[src/hw/id_pkg.sv]
package id_pkg;

  //////////////////////////////////////////////////
  // Widths and instruction field positions
  //////////////////////////////////////////////////

  localparam int XLEN       = 32;
  localparam int REG_ADDR_W = 5;

  // LSB of each field in the 32-bit instruction word
  localparam int RS1_LSB    = 15;
  localparam int RS2_LSB    = 20;
  localparam int RD_LSB     = 7;
  localparam int FUNCT3_LSB = 12;
  localparam int FUNCT7_LSB = 25;

  //////////////////////////////////////////////////
  // Encodings
  //////////////////////////////////////////////////

  // RV32I major opcodes, only the supported ones
  typedef enum logic [6:0] {
    OPCODE_LOAD   = 7'h03,
    OPCODE_OPIMM  = 7'h13,
    OPCODE_AUIPC  = 7'h17,
    OPCODE_STORE  = 7'h23,
    OPCODE_OP     = 7'h33,
    OPCODE_LUI    = 7'h37,
    OPCODE_BRANCH = 7'h63,
    OPCODE_JALR   = 7'h67,
    OPCODE_JAL    = 7'h6f,
    OPCODE_SYSTEM = 7'h73
  } opcode_e;

  // Arithmetic ops first, then branch compares
  typedef enum logic [3:0] {
    ALU_ADD, ALU_SUB, ALU_SLL, ALU_SLT,
    ALU_SLTU, ALU_XOR, ALU_SRL, ALU_SRA,
    ALU_OR, ALU_AND,
    ALU_EQ, ALU_NE, ALU_LT, ALU_GE, ALU_LTU, ALU_GEU
  } alu_op_e;

  // Forwarding source for an rs operand
  typedef enum logic [1:0] {
    SEL_REGFILE = 2'b00,
    SEL_FW_EX   = 2'b01,
    SEL_FW_WB   = 2'b10
  } fw_sel_e;

  typedef enum logic [1:0] {
    OP_A_REG  = 2'b00,
    OP_A_PC   = 2'b01,
    OP_A_ZERO = 2'b10
  } op_a_sel_e;

  typedef enum logic {
    OP_B_REG = 1'b0,
    OP_B_IMM = 1'b1
  } op_b_sel_e;

  // PCINCR is the constant 4 for the link address
  typedef enum logic [1:0] {
    IMMB_I      = 2'b00,
    IMMB_S      = 2'b01,
    IMMB_U      = 2'b10,
    IMMB_PCINCR = 2'b11
  } imm_b_sel_e;

  typedef enum logic [1:0] {
    OP_C_REGB = 2'b00,
    OP_C_BCH  = 2'b01,
    OP_C_ZERO = 2'b10
  } op_c_sel_e;

  // Control transfer kind
  typedef enum logic [1:0] {
    XFER_NONE   = 2'b00,
    XFER_JAL    = 2'b01,
    XFER_JALR   = 2'b10,
    XFER_BRANCH = 2'b11
  } xfer_e;

  typedef enum logic [1:0] {
    LSU_BYTE = 2'b00,
    LSU_HALF = 2'b01,
    LSU_WORD = 2'b10
  } lsu_size_e;

  //////////////////////////////////////////////////
  // Stage interface structs
  //////////////////////////////////////////////////

  typedef struct packed {
    logic            instr_valid;
    logic [XLEN-1:0] pc;
    logic [XLEN-1:0] instr;
  } if_id_t;

  // jalr_fw_sel only ever picks REGFILE or FW_WB
  typedef struct packed {
    fw_sel_e operand_a_fw_sel;
    fw_sel_e operand_b_fw_sel;
    fw_sel_e jalr_fw_sel;
  } byp_sel_t;

  typedef struct packed {
    logic halt_id;
    logic kill_id;
  } ctrl_t;

  // Decoder output
  typedef struct packed {
    logic       alu_en;
    alu_op_e    alu_op;
    op_a_sel_e  op_a_sel;
    op_b_sel_e  op_b_sel;
    imm_b_sel_e imm_b_sel;
    op_c_sel_e  op_c_sel;
    logic [1:0] rf_re;
    logic       rf_we;
    logic       lsu_en;
    logic       lsu_we;
    lsu_size_e  lsu_size;
    logic       lsu_sign_ext;
    xfer_e      xfer;
    logic       illegal;
    logic       ecall;
    logic       ebreak;
  } decode_t;

  // ID/EX pipeline entry
  typedef struct packed {
    logic                  instr_valid;
    logic                  alu_en;
    alu_op_e               alu_op;
    logic [XLEN-1:0]       operand_a;
    logic [XLEN-1:0]       operand_b;
    logic [XLEN-1:0]       operand_c;
    logic                  rf_we;
    logic [REG_ADDR_W-1:0] rf_waddr;
    logic                  lsu_en;
    logic                  lsu_we;
    lsu_size_e             lsu_size;
    logic                  lsu_sign_ext;
    logic                  branch;
    logic                  jump;
    logic                  illegal;
    logic                  ecall;
    logic                  ebreak;
    logic [XLEN-1:0]       pc;
    logic [XLEN-1:0]       instr;
  } id_ex_t;

endpackage

[src/hw/instr_decoder.sv]
`timescale 1ns/1ps

module instr_decoder import id_pkg::*; (
  input  logic [XLEN-1:0] instr_i,
  output decode_t         dec_o
);

  // Instruction fields
  opcode_e               opcode;
  logic [2:0]            funct3;
  logic [6:0]            funct7;
  logic [REG_ADDR_W-1:0] rd;

  assign opcode = opcode_e'(instr_i[6:0]);
  assign funct3 = instr_i[FUNCT3_LSB +: 3];
  assign funct7 = instr_i[FUNCT7_LSB +: 7];
  assign rd     = instr_i[RD_LSB +: REG_ADDR_W];

  // Base ALU op from funct3, shared by OP and OP-IMM
  // SUB and SRA are picked by funct7 at the call site
  function automatic alu_op_e base_alu_op(input logic [2:0] f3);
    case (f3)
      3'b000:  return ALU_ADD;
      3'b001:  return ALU_SLL;
      3'b010:  return ALU_SLT;
      3'b011:  return ALU_SLTU;
      3'b100:  return ALU_XOR;
      3'b101:  return ALU_SRL;
      3'b110:  return ALU_OR;
      default: return ALU_AND;
    endcase
  endfunction

  always_comb begin
    // Defaults describe a plain register ALU op with nothing enabled
    dec_o           = '0;
    dec_o.alu_op    = ALU_ADD;
    dec_o.op_a_sel  = OP_A_REG;
    dec_o.op_b_sel  = OP_B_REG;
    dec_o.imm_b_sel = IMMB_I;
    dec_o.op_c_sel  = OP_C_ZERO;
    dec_o.lsu_size  = LSU_WORD;
    dec_o.xfer      = XFER_NONE;

    case (opcode)
      ////////////////////////////////////////////////
      // Register and immediate ALU ops
      ////////////////////////////////////////////////
      OPCODE_OP: begin
        dec_o.alu_en = 1'b1;
        dec_o.rf_re  = 2'b11;
        dec_o.rf_we  = 1'b1;
        if (funct7 == 7'b000_0000) begin
          dec_o.alu_op = base_alu_op(funct3);
        end else if (funct7 == 7'b010_0000 && funct3 == 3'b000) begin
          dec_o.alu_op = ALU_SUB;
        end else if (funct7 == 7'b010_0000 && funct3 == 3'b101) begin
          dec_o.alu_op = ALU_SRA;
        end else begin
          dec_o.illegal = 1'b1;
        end
      end

      OPCODE_OPIMM: begin
        dec_o.alu_en   = 1'b1;
        dec_o.rf_re    = 2'b01;
        dec_o.rf_we    = 1'b1;
        dec_o.op_b_sel = OP_B_IMM;
        dec_o.alu_op   = base_alu_op(funct3);
        // Shift amounts need a clean upper field
        if (funct3 == 3'b001 && funct7 != 7'b000_0000) begin
          dec_o.illegal = 1'b1;
        end else if (funct3 == 3'b101) begin
          if (funct7 == 7'b010_0000) begin
            dec_o.alu_op = ALU_SRA;
          end else if (funct7 != 7'b000_0000) begin
            dec_o.illegal = 1'b1;
          end
        end
      end

      // LUI is 0 + U immediate, AUIPC is PC + U immediate
      OPCODE_LUI, OPCODE_AUIPC: begin
        dec_o.alu_en    = 1'b1;
        dec_o.rf_we     = 1'b1;
        dec_o.op_a_sel  = (opcode == OPCODE_LUI) ? OP_A_ZERO : OP_A_PC;
        dec_o.op_b_sel  = OP_B_IMM;
        dec_o.imm_b_sel = IMMB_U;
      end

      ////////////////////////////////////////////////
      // Jumps and branches
      ////////////////////////////////////////////////
      // ALU builds the link address PC + 4
      OPCODE_JAL, OPCODE_JALR: begin
        dec_o.alu_en    = 1'b1;
        dec_o.rf_we     = 1'b1;
        dec_o.op_a_sel  = OP_A_PC;
        dec_o.op_b_sel  = OP_B_IMM;
        dec_o.imm_b_sel = IMMB_PCINCR;
        if (opcode == OPCODE_JAL) begin
          dec_o.xfer = XFER_JAL;
        end else begin
          dec_o.xfer    = XFER_JALR;
          dec_o.rf_re   = 2'b01;
          dec_o.illegal = (funct3 != 3'b000);
        end
      end

      // Compare in ALU, target rides along in operand C
      OPCODE_BRANCH: begin
        dec_o.alu_en   = 1'b1;
        dec_o.rf_re    = 2'b11;
        dec_o.op_c_sel = OP_C_BCH;
        dec_o.xfer     = XFER_BRANCH;
        case (funct3)
          3'b000:  dec_o.alu_op = ALU_EQ;
          3'b001:  dec_o.alu_op = ALU_NE;
          3'b100:  dec_o.alu_op = ALU_LT;
          3'b101:  dec_o.alu_op = ALU_GE;
          3'b110:  dec_o.alu_op = ALU_LTU;
          3'b111:  dec_o.alu_op = ALU_GEU;
          default: dec_o.illegal = 1'b1;
        endcase
      end

      ////////////////////////////////////////////////
      // Loads and stores
      ////////////////////////////////////////////////
      // Address is rs1 + I or S immediate
      OPCODE_LOAD, OPCODE_STORE: begin
        dec_o.lsu_en       = 1'b1;
        dec_o.op_b_sel     = OP_B_IMM;
        dec_o.lsu_size     = lsu_size_e'(funct3[1:0]);
        dec_o.lsu_sign_ext = !funct3[2];
        if (opcode == OPCODE_LOAD) begin
          dec_o.rf_re = 2'b01;
          dec_o.rf_we = 1'b1;
          // LW has no unsigned form, size 3 does not exist
          dec_o.illegal = (funct3[1:0] == 2'b11) || (funct3 == 3'b110);
        end else begin
          dec_o.rf_re     = 2'b11;
          dec_o.lsu_we    = 1'b1;
          dec_o.imm_b_sel = IMMB_S;
          dec_o.op_c_sel  = OP_C_REGB;
          dec_o.illegal   = (funct3[2] || funct3[1:0] == 2'b11);
        end
      end

      // Only exact ECALL and EBREAK words
      OPCODE_SYSTEM: begin
        if (instr_i == 32'h0000_0073) begin
          dec_o.ecall = 1'b1;
        end else if (instr_i == 32'h0010_0073) begin
          dec_o.ebreak = 1'b1;
        end else begin
          dec_o.illegal = 1'b1;
        end
      end

      default: dec_o.illegal = 1'b1;
    endcase

    // x0 is never written
    if (rd == '0) begin
      dec_o.rf_we = 1'b0;
    end

    // Illegal encodings do nothing downstream
    if (dec_o.illegal) begin
      dec_o.alu_en = 1'b0;
      dec_o.rf_we  = 1'b0;
      dec_o.lsu_en = 1'b0;
      dec_o.lsu_we = 1'b0;
      dec_o.rf_re  = 2'b00;
      dec_o.xfer   = XFER_NONE;
    end
  end

endmodule

[src/hw/operand_select.sv]
`timescale 1ns/1ps

module operand_select import id_pkg::*; (
  input  if_id_t                if_id_i,
  input  decode_t               dec_i,
  input  byp_sel_t              byp_sel_i,
  input  logic [XLEN-1:0]       rf_rdata_a_i,
  input  logic [XLEN-1:0]       rf_rdata_b_i,
  input  logic [XLEN-1:0]       rf_wdata_ex_i,
  input  logic [XLEN-1:0]       rf_wdata_wb_i,
  output logic [XLEN-1:0]       operand_a_o,
  output logic [XLEN-1:0]       operand_b_o,
  output logic [XLEN-1:0]       operand_c_o,
  output logic [XLEN-1:0]       jmp_target_o,
  output logic [REG_ADDR_W-1:0] rf_raddr_a_o,
  output logic [REG_ADDR_W-1:0] rf_raddr_b_o
);

  logic [XLEN-1:0] instr;
  logic [XLEN-1:0] imm_i;
  logic [XLEN-1:0] imm_s;
  logic [XLEN-1:0] imm_b;
  logic [XLEN-1:0] imm_u;
  logic [XLEN-1:0] imm_j;
  // Immediate picked for operand B
  logic [XLEN-1:0] imm_op_b;
  // Forwarded rs1, rs2 and the JALR base
  logic [XLEN-1:0] operand_a_fw;
  logic [XLEN-1:0] operand_b_fw;
  logic [XLEN-1:0] jalr_fw;
  logic [XLEN-1:0] jalr_sum;
  logic [XLEN-1:0] bch_target;

  // One forwarding mux, used for both rs operands
  function automatic logic [XLEN-1:0] fw_mux(
    input fw_sel_e         sel,
    input logic [XLEN-1:0] rf_data,
    input logic [XLEN-1:0] ex_data,
    input logic [XLEN-1:0] wb_data
  );
    case (sel)
      SEL_FW_EX: return ex_data;
      SEL_FW_WB: return wb_data;
      default:   return rf_data;
    endcase
  endfunction

  assign instr = if_id_i.instr;

  // Register file read addresses, straight from the word
  assign rf_raddr_a_o = instr[RS1_LSB +: REG_ADDR_W];
  assign rf_raddr_b_o = instr[RS2_LSB +: REG_ADDR_W];

  //////////////////////////////////////////////////
  // Immediates
  //////////////////////////////////////////////////

  assign imm_i = {{20{instr[31]}}, instr[31:20]};
  assign imm_s = {{20{instr[31]}}, instr[31:25], instr[11:7]};
  assign imm_b = {{19{instr[31]}}, instr[31], instr[7], instr[30:25], instr[11:8], 1'b0};
  assign imm_u = {instr[31:12], 12'b0};
  assign imm_j = {{11{instr[31]}}, instr[31], instr[19:12], instr[20], instr[30:21], 1'b0};

  //////////////////////////////////////////////////
  // Forwarding
  //////////////////////////////////////////////////

  assign operand_a_fw = fw_mux(byp_sel_i.operand_a_fw_sel, rf_rdata_a_i,
                               rf_wdata_ex_i, rf_wdata_wb_i);
  assign operand_b_fw = fw_mux(byp_sel_i.operand_b_fw_sel, rf_rdata_b_i,
                               rf_wdata_ex_i, rf_wdata_wb_i);

  // JALR base has no EX path
  assign jalr_fw = (byp_sel_i.jalr_fw_sel == SEL_FW_WB) ? rf_wdata_wb_i : rf_rdata_a_i;

  //////////////////////////////////////////////////
  // Operand muxes
  //////////////////////////////////////////////////

  always_comb begin
    case (dec_i.op_a_sel)
      OP_A_PC:   operand_a_o = if_id_i.pc;
      OP_A_ZERO: operand_a_o = '0;
      default:   operand_a_o = operand_a_fw;
    endcase
  end

  always_comb begin
    case (dec_i.imm_b_sel)
      IMMB_S:      imm_op_b = imm_s;
      IMMB_U:      imm_op_b = imm_u;
      IMMB_PCINCR: imm_op_b = 32'd4;
      default:     imm_op_b = imm_i;
    endcase
  end

  assign operand_b_o = (dec_i.op_b_sel == OP_B_IMM) ? imm_op_b : operand_b_fw;

  // Store data or branch target for EX
  always_comb begin
    case (dec_i.op_c_sel)
      OP_C_REGB: operand_c_o = operand_b_fw;
      OP_C_BCH:  operand_c_o = bch_target;
      default:   operand_c_o = '0;
    endcase
  end

  //////////////////////////////////////////////////
  // Jump and branch targets
  //////////////////////////////////////////////////

  assign bch_target = if_id_i.pc + imm_b;
  assign jalr_sum   = jalr_fw + imm_i;

  // JALR drops bit 0, everything else uses the JAL form
  assign jmp_target_o = (dec_i.xfer == XFER_JALR) ? {jalr_sum[XLEN-1:1], 1'b0}
                                                  : if_id_i.pc + imm_j;

endmodule

[src/hw/id_ex_register.sv]
`timescale 1ns/1ps

module id_ex_register import id_pkg::*; (
  input  logic            clk,
  input  logic            rst_n,
  input  logic            instr_valid_i,
  input  ctrl_t           ctrl_i,
  input  logic            ex_ready_i,
  input  decode_t         dec_i,
  input  logic [XLEN-1:0] pc_i,
  input  logic [XLEN-1:0] instr_i,
  input  logic [XLEN-1:0] operand_a_i,
  input  logic [XLEN-1:0] operand_b_i,
  input  logic [XLEN-1:0] operand_c_i,
  output logic            id_ready_o,
  output logic            id_valid_o,
  output id_ex_t          id_ex_pipe_o
);

  // Stage handshake
  // Halt and kill both hide the instruction from EX
  assign id_valid_o = instr_valid_i && !ctrl_i.kill_id && !ctrl_i.halt_id;
  // Kill drains ID regardless of EX
  assign id_ready_o = ctrl_i.kill_id || (ex_ready_i && !ctrl_i.halt_id);

  always_ff @(posedge clk or negedge rst_n) begin
    if (!rst_n) begin
      // All clear, alu_op parks on SLTU
      id_ex_pipe_o        <= '0;
      id_ex_pipe_o.alu_op <= ALU_SLTU;
    end else if (id_valid_o && ex_ready_i) begin
      id_ex_pipe_o.instr_valid <= 1'b1;
      id_ex_pipe_o.alu_en      <= dec_i.alu_en;

      // Operands only move when something consumes them
      if (dec_i.alu_en || dec_i.lsu_en) begin
        id_ex_pipe_o.alu_op    <= dec_i.alu_op;
        id_ex_pipe_o.operand_a <= operand_a_i;
        id_ex_pipe_o.operand_b <= operand_b_i;
        id_ex_pipe_o.operand_c <= operand_c_i;
      end

      id_ex_pipe_o.rf_we    <= dec_i.rf_we;
      id_ex_pipe_o.rf_waddr <= instr_i[RD_LSB +: REG_ADDR_W];

      id_ex_pipe_o.lsu_en <= dec_i.lsu_en;
      if (dec_i.lsu_en) begin
        id_ex_pipe_o.lsu_we       <= dec_i.lsu_we;
        id_ex_pipe_o.lsu_size     <= dec_i.lsu_size;
        id_ex_pipe_o.lsu_sign_ext <= dec_i.lsu_sign_ext;
      end

      id_ex_pipe_o.branch <= (dec_i.xfer == XFER_BRANCH);
      id_ex_pipe_o.jump   <= (dec_i.xfer == XFER_JAL) || (dec_i.xfer == XFER_JALR);

      // Exception info for WB
      id_ex_pipe_o.illegal <= dec_i.illegal;
      id_ex_pipe_o.ecall   <= dec_i.ecall;
      id_ex_pipe_o.ebreak  <= dec_i.ebreak;
      id_ex_pipe_o.pc      <= pc_i;
      id_ex_pipe_o.instr   <= instr_i;
    end else if (ex_ready_i) begin
      // EX took the old entry, nothing new, so bubble
      id_ex_pipe_o.instr_valid <= 1'b0;
    end
  end

endmodule

[src/hw/id_stage.sv]
`timescale 1ns/1ps

module id_stage import id_pkg::*; (
  input  logic                  clk,
  input  logic                  rst_n,
  input  if_id_t                if_id_i,
  input  byp_sel_t              byp_sel_i,
  input  ctrl_t                 ctrl_i,
  input  logic                  ex_ready_i,
  input  logic [XLEN-1:0]       rf_rdata_a_i,
  input  logic [XLEN-1:0]       rf_rdata_b_i,
  input  logic [XLEN-1:0]       rf_wdata_ex_i,
  input  logic [XLEN-1:0]       rf_wdata_wb_i,
  output logic [REG_ADDR_W-1:0] rf_raddr_a_o,
  output logic [REG_ADDR_W-1:0] rf_raddr_b_o,
  output logic [1:0]            rf_re_o,
  output logic [XLEN-1:0]       jmp_target_o,
  output logic                  id_ready_o,
  output logic                  id_valid_o,
  output id_ex_t                id_ex_pipe_o
);

  decode_t         dec;
  logic [XLEN-1:0] operand_a;
  logic [XLEN-1:0] operand_b;
  logic [XLEN-1:0] operand_c;

  // Read enables go straight to the register file
  assign rf_re_o = dec.rf_re;

  instr_decoder decoder_i (
    .instr_i (if_id_i.instr),
    .dec_o   (dec)
  );

  // Immediates, forwarding and targets
  operand_select operand_select_i (
    .if_id_i       (if_id_i),
    .dec_i         (dec),
    .byp_sel_i     (byp_sel_i),
    .rf_rdata_a_i  (rf_rdata_a_i),
    .rf_rdata_b_i  (rf_rdata_b_i),
    .rf_wdata_ex_i (rf_wdata_ex_i),
    .rf_wdata_wb_i (rf_wdata_wb_i),
    .operand_a_o   (operand_a),
    .operand_b_o   (operand_b),
    .operand_c_o   (operand_c),
    .jmp_target_o  (jmp_target_o),
    .rf_raddr_a_o  (rf_raddr_a_o),
    .rf_raddr_b_o  (rf_raddr_b_o)
  );

  id_ex_register id_ex_register_i (
    .clk           (clk),
    .rst_n         (rst_n),
    .instr_valid_i (if_id_i.instr_valid),
    .ctrl_i        (ctrl_i),
    .ex_ready_i    (ex_ready_i),
    .dec_i         (dec),
    .pc_i          (if_id_i.pc),
    .instr_i       (if_id_i.instr),
    .operand_a_i   (operand_a),
    .operand_b_i   (operand_b),
    .operand_c_i   (operand_c),
    .id_ready_o    (id_ready_o),
    .id_valid_o    (id_valid_o),
    .id_ex_pipe_o  (id_ex_pipe_o)
  );

endmodule

[config.mk]
export PLATFORM = sky130hd
export DESIGN_NAME = id_stage
export DESIGN_NICKNAME = d
export VERILOG_FILES = /design/src/hw/id_pkg.sv /design/src/hw/instr_decoder.sv /design/src/hw/operand_select.sv /design/src/hw/id_ex_register.sv /design/src/hw/id_stage.sv
export SDC_FILE = /design/constraint.sdc
export NUM_CORES = 1
export LEC_CHECK = 0
export BUFFER_PORTS_ARGS = -buffer_cell sky130_fd_sc_hd__buf_4
export CAP_MARGIN = 20
export CORE_MARGIN = 3
export CORE_UTILIZATION = 40
export DETAILED_ROUTE_END_ITERATION = 16
export PLACE_DENSITY = 0.72
export SLEW_MARGIN = 20
export SYNTH_ARGS = -nofsm -noshare
export SYNTH_HDL_FRONTEND = slang
export SYNTH_SLANG_ARGS = --single-unit
[constraint.sdc]
create_clock -name clk -period 5.6 [get_ports clk]
set_clock_uncertainty 0.2 [all_clocks]
set_input_delay 1.12 -clock clk [delete_from_list [all_inputs] [get_ports clk]]
set_output_delay 1.12 -clock clk [all_outputs]
set_load 0.01 [all_outputs]
## Yosys cells after proc, flatten, opt, wreduce, memory -nomap -nowiden

Cells that the tools add are included.

- Bits in registers: 182
- Latch bits: 0
- Memory bits (writable): 0
- Memory bits (read-only): 0
- Word-level logic and storage cells: 145
- Memories: 0

- $add $sub $neg: 3
- $mul: 0
- Divide/modulo/power cells: 0
- Magnitude comparators: 0
- Equal/unequal tests: 35
- Shifts and indexed selects: 0
- Muxes and demuxes: 56
- Bitwise gates (word level): 0
- Reductions and logical operators: 32

Operators by type and width:

| operator | number |
|---|---|
| $pmux 32 s2 | 4 |
| $add 32x32->32 | 3 |
| $mux 32 | 3 |
| $pmux 32 s3 | 1 |
| $eq 32x21->1 const B | 1 |
| $eq 32x7->1 const B | 1 |
| $eq 7x6->1 const B | 4 |
| $eq 7x7->1 const B | 4 |
| $pmux 4 s7 | 1 |
| $mux 1 | 24 |
| $pmux 4 s6 | 1 |
| $eq 2x2->1 const B | 9 |
| $mux 4 | 4 |
| $eq 7x5->1 const B | 2 |
| $reduce_or 7->1 | 2 |
| $eq 2x1->1 const B | 6 |
| $eq 3x3->1 const B | 4 |
| $pmux 2 s2 | 3 |
| $pmux 4 s3 | 1 |
| $reduce_or 6->1 | 2 |
| $mux 2 | 5 |
| $mux 5 | 2 |
| $mux 3 | 3 |
| $pmux 2 s4 | 1 |
| 18 further kinds | 35 |

## Depth between registers and ports, before layout

Gate-level depths: netlist of run 1.

- Depth in word-level cells: 9
- Gate-level depth with buffers: 15
- Gate-level depth less buffers: 13

## By module

Synthesis of run 1 repeated with hierarchy kept, for this count alone.

- Cell total of the unflattened synthesis: 1637
- Area, all modules: 15170.8 um^2

By module, submodules not included:

| module | times used | cells an instance | area an instance (um^2) | sequential area each (um^2) |
|---|---|---|---|---|
| operand_select | 1 | 1137 | 7273.2 | 0.0 |
| id_ex_register | 1 | 386 | 7174.4 | 4430.5 |
| instr_decoder | 1 | 114 | 723.2 | 0.0 |

## Least setup slack after synthesis of run 1

Ideal clock, no wire load.

- Path type: input -> output
- Start point: in byp_sel_i[0] (netlist bit)
- End point: out jmp_target_o[30]
- Data arrival time: 4.359 ns
- Setup slack: -0.079 ns
- Cell stages on the path: 14
- Cells stage by stage: nand2b_1 -> clkbuf_1 -> buf_1 -> mux2_2 -> ha_1 -> o211ai_1 -> a21oi_1 -> o41a_1 -> nand4_1 -> and2_1 -> a211oi_1 -> a221o_1 -> a21o_1 -> a211oi_1

- Longest elaborated chain between the ends: 4

Ends and longest elaborated chain:

| what | RTL line | RTL |
|---|---|---|
| start, declared | id_stage.sv:7 | `input byp_sel_t byp_sel_i,` |
| $eq 2x2->1 | operand_select.sv:74 | `assign jalr_fw = (byp_sel_i.jalr_fw_sel == SEL_FW_WB) ? rf_wdata_wb_i : rf_rdata_a_i;` |
| $mux 32 | operand_select.sv:74 |  |
| $add 32x32->32 | operand_select.sv:113 | `assign jalr_sum = jalr_fw + imm_i;` |
| $mux 32 | operand_select.sv:116 | `assign jmp_target_o = (dec_i.xfer == XFER_JALR) ? {jalr_sum[XLEN-1:1], 1'b0}` |
| end, declared | id_stage.sv:17 | `output logic [XLEN-1:0] jmp_target_o,` |

No other way between the ends.

## Final worst setup path of run 1

Ends and elaborated chain as after synthesis.

==> results.tsv, run 1 <==
stage	metric	value	unit
timing	final max-slew violation count	0	
global_routing	met1 Track Usage GR	0.462	
clock_network	clock tree sinks	177	
clock_network	CTS tree	yes	
logic_synthesis	adder-cell area share of the yosys netlist	0.0768	
floorplan	Core ar.	34700	µm²
floorplan	Starting Density	0.407	
final_layout	commonest cells after routing, fill and taps aside	buf_4, nand2_1, nor2_1	
routing	Via density	5.98	
placed_design	post-place setup slack	-0.366	ns
min_path	Hold Crit Class	reg2reg	
logic_synthesis	Synthesis Warnings	0	
logic_synthesis	sequential fraction of the synthesis area	0.313	
status	status	completed	
logic_synthesis	post-synth net total	2127	
logic_synthesis	Synth Area in Simple Gates	0.198	
power_and_ir_drop	VDD IR-drop max	0.235	mV
logic_synthesis	Most used DFF post-synth	dfrtp_1	
routing	initial DRC count	1959	
global_routing	met3 global-route usage	0.0638	
power_and_ir_drop	PD cells	258	nW/µm²
global_routing	pin count of the biggest net entering global routing	97	
clock_network	TritonCTS buffer count	17	
final_layout	commonest non-fill, non-tap cell in the layout	buf_4	
global_routing	vias in the first global route	15600	
final_layout	fill count	3239	
logic_synthesis	Synth Area in Compound Gates	0.276	
placed_design	# port buffers	431	
clock_network	Clock Latency Late Sink	0.45	ns
placed_design	DP Cell Count	2711	
final_layout	Final Non-Filler Cells	2753	
timing	Rel. slew slack	0.267	
logic_synthesis	post-synthesis mux area share	0.0353	
job	number of max-cap violations	0	
critical_path	Setup crit end kind	output pin	
global_routing	first-pass GRT wire length	96.8	mm
global_routing	GR Util All Layers	0.331	
critical_path	CP Max Fanout	7	
logic_synthesis	XOR/XNOR Fraction of Synth Area	0.0465	
critical_path	critical path type	in2out	
final_layout	layout cells sized above 1	0.303	
clock_network	CTS hold repair buffers	0	
clock_network	Bufs on Longest Clock Path	2	
final_layout	nets@finish	2571	
floorplan	Ports	432	
logic_synthesis	Mean Syn Cell Area	7.69	µm²
routing	number of vias in the routed layout	16500	
placed_design	GP Congestion	0.971	
power_and_ir_drop	Static Leak	9.45	nW
final_layout	max reg flops	177	
clock_network	Root Buffer	clkbuf_16	
logic_synthesis	mapped cell area	14100	µm²
logic_synthesis	Netlist cell types	71	
global_routing	GRT overflow	0	
routing	drt total wl	65.5	mm
final_layout	Top Registers	id_ex_register_i.id_ex_pipe_o x177	
timing	Final Cycle Share	0.997	
logic_synthesis	synthesized netlist cell count	1838	
routing	post-route ant nets	0	
global_routing	initial antenna violation count	4	
critical_path	critical path required time	4.28	ns
floorplan	DIE AREA	37600	µm²
timing	setup violators final	0	
timing	setup TNS	0	ns
clock_network	H-tree levels	4	
timing	hold violation count in the final report	0	
floorplan	Die Wd	194	µm
logic_synthesis	Seq cells post-synth	177	
logic_synthesis	async set-reset flop share out of synthesis	1.00	
floorplan	Rows	68	
timing	fin crit period	5.58	ns
floorplan	die outline height	194	µm
global_routing	GR peak layer	met2	
routing	DRC	0	
timing	final worst-path setup slack	0.0158	ns
critical_path	Startpoint Class	input pin	
global_routing	GR Layer Usage met2	0.514	
final_layout	largest register by flop count	id_ex_register_i.id_ex_pipe_o	
critical_path	crit path DAT	4.26	ns
timing	fmax	179	MHz
timing	measured slew at the worst slew-check pin	1.10	ns
routing	drt pass-1 iters	5	
logic_synthesis	largest family of logic cells by synthesized area	compound AO/OA/AOI/OAI gates	
logic_synthesis	EDFF count, synth	0	
placed_design	DP Wirelength	51.4	mm
clock_network	clock slew at reported path FFs	0.07	ns
routing	Routed wire per std cell	23.8	µm
final_layout	Area Growth Syn to Fin	37.6	%
[through the flow]
| step | utilization | hold WS, ns | power, W | area, µm² |
|---|---|---|---|---|
| after floorplan | - | 0.306 | 0.00254 | 14100 |
| after global placement | 0.529 | 0.260 | 0.00354 | 18400 |
| after detailed placement | 0.529 | 0.264 | 0.00357 | 18400 |
| after CTS | 0.551 | 0.282 | 0.00495 | 19100 |
| after global routing | 0.560 | 0.301 | 0.00525 | 19400 |
| final | 0.560 | 0.279 | 0.00501 | 19400 |
[synthesized netlist by cell type, drive strengths merged, types with 12 or more instances]
| cell type | instances | area share |
|---|---|---|
| a21oi | 150 | 0.053 |
| xor2 | 37 | 0.023 |
| o21ai | 172 | 0.061 |
| nor2 | 190 | 0.050 |
| ha | 82 | 0.073 |
| nor3 | 19 | 0.0074 |
| mux2i | 12 | 0.0085 |
| dfrtp | 176 | 0.31 |
| nand4 | 13 | 0.0058 |
| a22oi | 65 | 0.035 |
| nand2b | 15 | 0.0066 |
| a31oi | 17 | 0.0075 |
| mux2 | 33 | 0.027 |
| o211ai | 14 | 0.0074 |
| inv | 37 | 0.0098 |
| a221oi | 55 | 0.035 |
| a21o | 48 | 0.026 |
| a211oi | 15 | 0.0080 |
| o31ai | 15 | 0.0080 |
| buf | 50 | 0.020 |
| clkbuf | 90 | 0.024 |
| nand2 | 366 | 0.097 |
| xnor2 | 38 | 0.024 |
[metal layers]
metal | up-vias | wire [µm]
met2 | 934 | 29200
met3 | 139 | 6290
met5 | - | 13
li1 | 7444 | -
met1 | 7934 | 27700
met4 | 2 | 2310
[cells by family (layout without fill, tap and decap cells)]
group / Yosys count / count (layout)
flip-flops: 177 / 177
buffers and inverters: 177 / 634
XOR/XNOR: 75 / 75
adder cells (fa/ha/maj): 85 / 85
other: 0 / 3
AND/OR/NAND/NOR: 668 / 668
multiplexers: 45 / 45
AO/OA/AOI/OAI: 611 / 611
[worst max-delay path: stages]
cell and delay (ns):
buf_6 0.09, nand2b_4 0.17, buf_8 0.16, mux2_4 0.31, ha_4 0.23, a21oi_4 0.15, o21ai_2 0.10, o41ai_2 0.39
nor3b_4 0.32, a211oi_4 0.10, a221o_1 0.39, a2111oi_4 0.38, a211oi_2 0.10, buf_4 0.15, buf_6 0.11
[final timing paths]
kind	cells past startpoint	to	start	slack, ns
worst max-delay path	15	jmp_target_o[30]	byp_sel_i[0]	0.02
worst min-delay path	2	id_ex_register_i.id_ex_pipe_o[4]	id_ex_register_i.id_ex_pipe_o[4]	0.28
worst max register to register	2	id_ex_register_i.id_ex_pipe_o[178]	id_ex_register_i.id_ex_pipe_o[178]	4.60
worst min register to register	2	id_ex_register_i.id_ex_pipe_o[4]	id_ex_register_i.id_ex_pipe_o[4]	0.28
max in group asynchronous	2	id_ex_register_i.id_ex_pipe_o[13]	rst_n	3.47
min in group asynchronous	1	id_ex_register_i.id_ex_pipe_o[0]	rst_n	0.58
[where the power goes]
| part | switching [W] | internal (W) |
|---|---|---|
| clock | 0.000623 | 0.000741 |
| combinational | 0.00112 | 0.000925 |
| sequential | 0.000128 | 0.00147 |
| total | 0.00187 | 0.00314 |
[repair_timing]
item,4_1_cts,5_1_grt
resized for setup,23,52
pin swaps,7,20
endpoints found under the setup margin,9,13
buffers inserted,2,5
[final cells by class]
type	instances	area, µm²	share of cell area
clock inverter	14	211	0.0109
sequential	177	4430	0.228
tap	455	569	0.0293
antenna	3	7.51	0.000386
timing repair buffer	565	4320	0.222
multi-input combinational	1484	9340	0.480
inverter	37	139	0.00714
clock buffer	18	439	0.0226
(Power assumes the default switching activity.)
==> run 2: changes to the inputs <==
Settings changed: SYNTH_HIERARCHICAL from default to 1.
==> run 2 against run 1 <==
Effect of this change:
- synthesized area up 7.3%
- register-to-register slack worse by 0.03 ns
- clock-buffer cell count up 3
- core utilization down 3.1 points
- critical path depth down 1
- synthesized cell count down 11%
- sequential power down 8%
- via count down 9.0%
- critical path type unchanged
- largest cell class unchanged
==> results.tsv, run 2 <==
stage	metric	value	unit	change
min_path	Worst Min Path Start	id_ex_register_i/id_ex_pipe_o[181]		was id_ex_register_i.id_ex_pipe_o[4]
logic_synthesis	mapped cell area	15200	µm²	was 14100 µm²
timing	final max-slew violation count	0		unchanged
final_layout	nets@finish	2324		was 2571
final_layout	final core occ	0.530		was 0.560
routing	Routed wire per std cell	24.2	µm	was 23.8 µm
routing	Via density	5.86		was 5.98
logic_synthesis	Synth Area in Compound Gates	0.234		was 0.276
routing	drt total wl	61.7	mm	was 65.5 mm
floorplan	Die Wd	201	µm	was 194 µm
global_routing	vias in the first global route	14700		was 15600
logic_synthesis	Netlist cell types	86		was 71
final_layout	largest register by flop count	id_ex_register_i/id_ex_pipe_o		was id_ex_register_i.id_ex_pipe_o
clock_network	clock slew at reported path FFs	0.06	ns	was 0.07 ns
critical_path	crit path DAT	4.18	ns	was 4.26 ns
clock_network	CTS tree	yes		unchanged
logic_synthesis	post-synth net total	1926		was 2127
routing	initial DRC count	1767		was 1959
clock_network	clock tree sinks	177		unchanged
logic_synthesis	most frequent cells after synthesis	dfrtp_1, a21oi_1, nor2_1		was nand2_1, nor2_1, dfrtp_1
timing	WHS	0.299	ns	was 0.279 ns
timing	setup TNS	0	ns	unchanged
status	status	completed		unchanged
routing	number of vias in the routed layout	15000		was 16500
logic_synthesis	async set-reset flop share out of synthesis	1.00		unchanged
power_and_ir_drop	VDD IR-drop max	0.232	mV	was 0.235 mV
floorplan	Ports	432		unchanged
critical_path	CP Max Fanout	6		was 7
critical_path	Startpoint Class	input pin		unchanged
logic_synthesis	Synth area leaders	dfrtp_1, mux2_4, mux2_2		was dfrtp_1, nand2_1, ha_1
final_layout	layout cells sized above 1	0.382		was 0.303
placed_design	GP Congestion	0.964		was 0.971
logic_synthesis	largest family of logic cells by synthesized area	compound AO/OA/AOI/OAI gates		unchanged
logic_synthesis	Synth Area in Simple Gates	0.115		was 0.198
logic_synthesis	post-synthesis mux area share	0.181		was 0.0353
critical_path	critical path type	in2out		unchanged
critical_path	CP Launch Point	byp_sel_i[0]		unchanged
global_routing	initial antenna violation count	3		was 4
global_routing	GRT overflow	0		unchanged
placed_design	DP Wirelength	48.6	mm	was 51.4 mm
critical_path	FF-to-FF Start	id_ex_register_i/id_ex_pipe_o[141]		was id_ex_register_i.id_ex_pipe_o[178]
global_routing	first-pass GRT wire length	92.1	mm	was 96.8 mm
global_routing	pin count of the biggest net entering global routing	94		was 97
timing	Rel. slew slack	0.358		was 0.267
timing	fmax	182	MHz	was 179 MHz
timing	Final Cycle Share	0.982		was 0.997
clock_network	Clock Latency Late Sink	0.45	ns	about the same
logic_synthesis	Mean Syn Cell Area	9.27	µm²	was 7.69 µm²
final_layout	Top Registers	id_ex_register_i/id_ex_pipe_o x177		was id_ex_register_i.id_ex_pipe_o x177
timing	fin crit period	5.50	ns	was 5.58 ns
critical_path	critical path required time	4.28	ns	about the same
clock_network	TritonCTS buffer count	17		unchanged
timing	setup violators final	0		unchanged
logic_synthesis	share of the synthesized area in the top cell type	0.290		was 0.312
global_routing	GR Util All Layers	0.296		was 0.331
power_and_ir_drop	Static Leak	9.12	nW	was 9.45 nW
timing	measured slew at the worst slew-check pin	0.963	ns	was 1.10 ns
routing	post-route ant nets	0		unchanged
placed_design	DP Cell Count	2520		was 2711
logic_synthesis	adder-cell area share of the yosys netlist	0.0716		was 0.0768
min_path	Hold Crit Class	reg2reg		unchanged
logic_synthesis	XOR/XNOR Fraction of Synth Area	0.0502		was 0.0465
job	number of max-cap violations	0		unchanged
logic_synthesis	Seq cells post-synth	177		unchanged
power_and_ir_drop	PD cells	234	nW/µm²	was 258 nW/µm²
clock_network	CTS hold repair buffers	0		unchanged
logic_synthesis	synthesized netlist cell count	1637		was 1838
floorplan	Starting Density	0.410		was 0.407
logic_synthesis	sequential fraction of the synthesis area	0.292		was 0.313
final_layout	commonest non-fill, non-tap cell in the layout	buf_4		unchanged
final_layout	max reg flops	177		unchanged
clock_network	Root Buffer	clkbuf_16		unchanged
critical_path	Setup crit end kind	output pin		unchanged
floorplan	die outline height	201	µm	was 194 µm
floorplan	DIE AREA	40300	µm²	was 37600 µm²
routing	drt pass-1 iters	6		was 5
logic_synthesis	most instantiated library cell after synthesis	dfrtp_1		was nand2_1
clock_network	H-tree levels	4		unchanged
floorplan	Core ar.	37000	µm²	was 34700 µm²
floorplan	Rows	70		was 68
placed_design	# port buffers	431		unchanged
logic_synthesis	area leader, netlist	dfrtp_1		unchanged
final_layout	commonest cells after routing, fill and taps aside	buf_4, dfrtp_1, a21oi_1		was buf_4, nand2_1, nor2_1
logic_synthesis	EDFF count, synth	0		unchanged
final_layout	Final Non-Filler Cells	2554		was 2753
timing	hold violation count in the final report	0		unchanged
clock_network	Bufs on Longest Clock Path	2		unchanged
final_layout	Area Growth Syn to Fin	29.0	%	was 37.6%
logic_synthesis	Most used DFF post-synth	dfrtp_1		unchanged
logic_synthesis	Synthesis Warnings	6		was 0
routing	DRC	0		unchanged
## run 2: cell types whose count changed after synthesis, moves of 21 or more
cell	change
nand2_1	-254
o21ai_0	-60
a221oi_1	-53
mux2_4	+98
a21o_1	-21
mux2_2	+74
nor2_1	-39
a22o_1	+30
## run 2: final timing paths
path | slack, ns | cells past startpoint | to
worst max register to register | 4.57 | 1 | id_ex_register_i/id_ex_pipe_o[141]
worst min-delay path | 0.30 | 1 | id_ex_register_i/id_ex_pipe_o[181]
worst min register to register | 0.30 | 1 | id_ex_register_i/id_ex_pipe_o[181]
min in group asynchronous | 0.53 | 1 | id_ex_register_i/id_ex_pipe_o[74]
max in group asynchronous | 3.68 | 2 | id_ex_register_i/id_ex_pipe_o[166]
worst max-delay path | 0.1 | 14 | jmp_target_o[30]
## run 2: logic make-up (layout without fill, tap and decap cells)
logic type                 Yosys count  in the layout
AOI/OAI and AO/OA                  546            546
DFF                                177            177
other                                0              2
buffers and inverters              151            562
xor gates and xnor gates            87             87
adders and majority gates           85             85
muxes                              211            211
and+or+nand+nor                    380            380
## run 2: layer usage
layer / up-vias / GRT usage / share of wire
met5: - / 0 / 0.00015
met3: 95 / 0.0645 / 0.088
met4: 2 / 0.0939 / 0.028
met2: 795 / 0.457 / 0.44
li1: 6796 / - / -
met1: 7283 / 0.414 / 0.44
## run 2: metrics by stage
| stage | setup WS, ns | instance area [µm²] | total power (W) |
|---|---|---|---|
| 3_5_place_dp | -0.184 | 18900 | 0.00326 |
| 4_1_cts | 0.00795 | 19500 | 0.00458 |
| 2_1_floorplan | 0.280 | 15200 | 0.00244 |
| 5_1_grt | -0.00428 | 19600 | 0.00481 |
| 3_3_place_gp | -0.150 | 18900 | 0.00324 |
| 6_report | 0.0980 | 19600 | 0.00458 |
## run 2: what timing repair did
action,in CTS,in global routing
resized for setup,2,12
hold endpoints to repair,0,0
setup endpoints to repair,10,12
buffers inserted,0,0
## run 2: final cells by class
type,instances,area (µm²)
timing repair buffer,502,3830
multi-input combinational,1309,9950
antenna,2,5.00
fill,3440,17400
inverter,28,105
clock buffer,21,480
clock inverter,11,141
tap,504,631
sequential,177,4430
## run 2: worst max-delay path, stage by stage
cell       delay (ns)
buf_4            0.08
nand2b_4         0.20
buf_4            0.18
mux2_2           0.34
ha_1             0.36
a211oi_1         0.24
nand2_1          0.11
o221a_2          0.31
a211oi_1         0.42
o31ai_2          0.17
a21oi_1          0.22
a2bb2oi_1        0.20
nand2_1          0.08
buf_4            0.15
## run 2: report_power, final
| part | total, W | internal, W | switching (W) |
|---|---|---|---|
| sequential | 0.00148 | 0.00140 | 0.0000742 |
| clock | 0.00130 | 0.000720 | 0.000585 |
| combinational | 0.00180 | 0.000838 | 0.000961 |
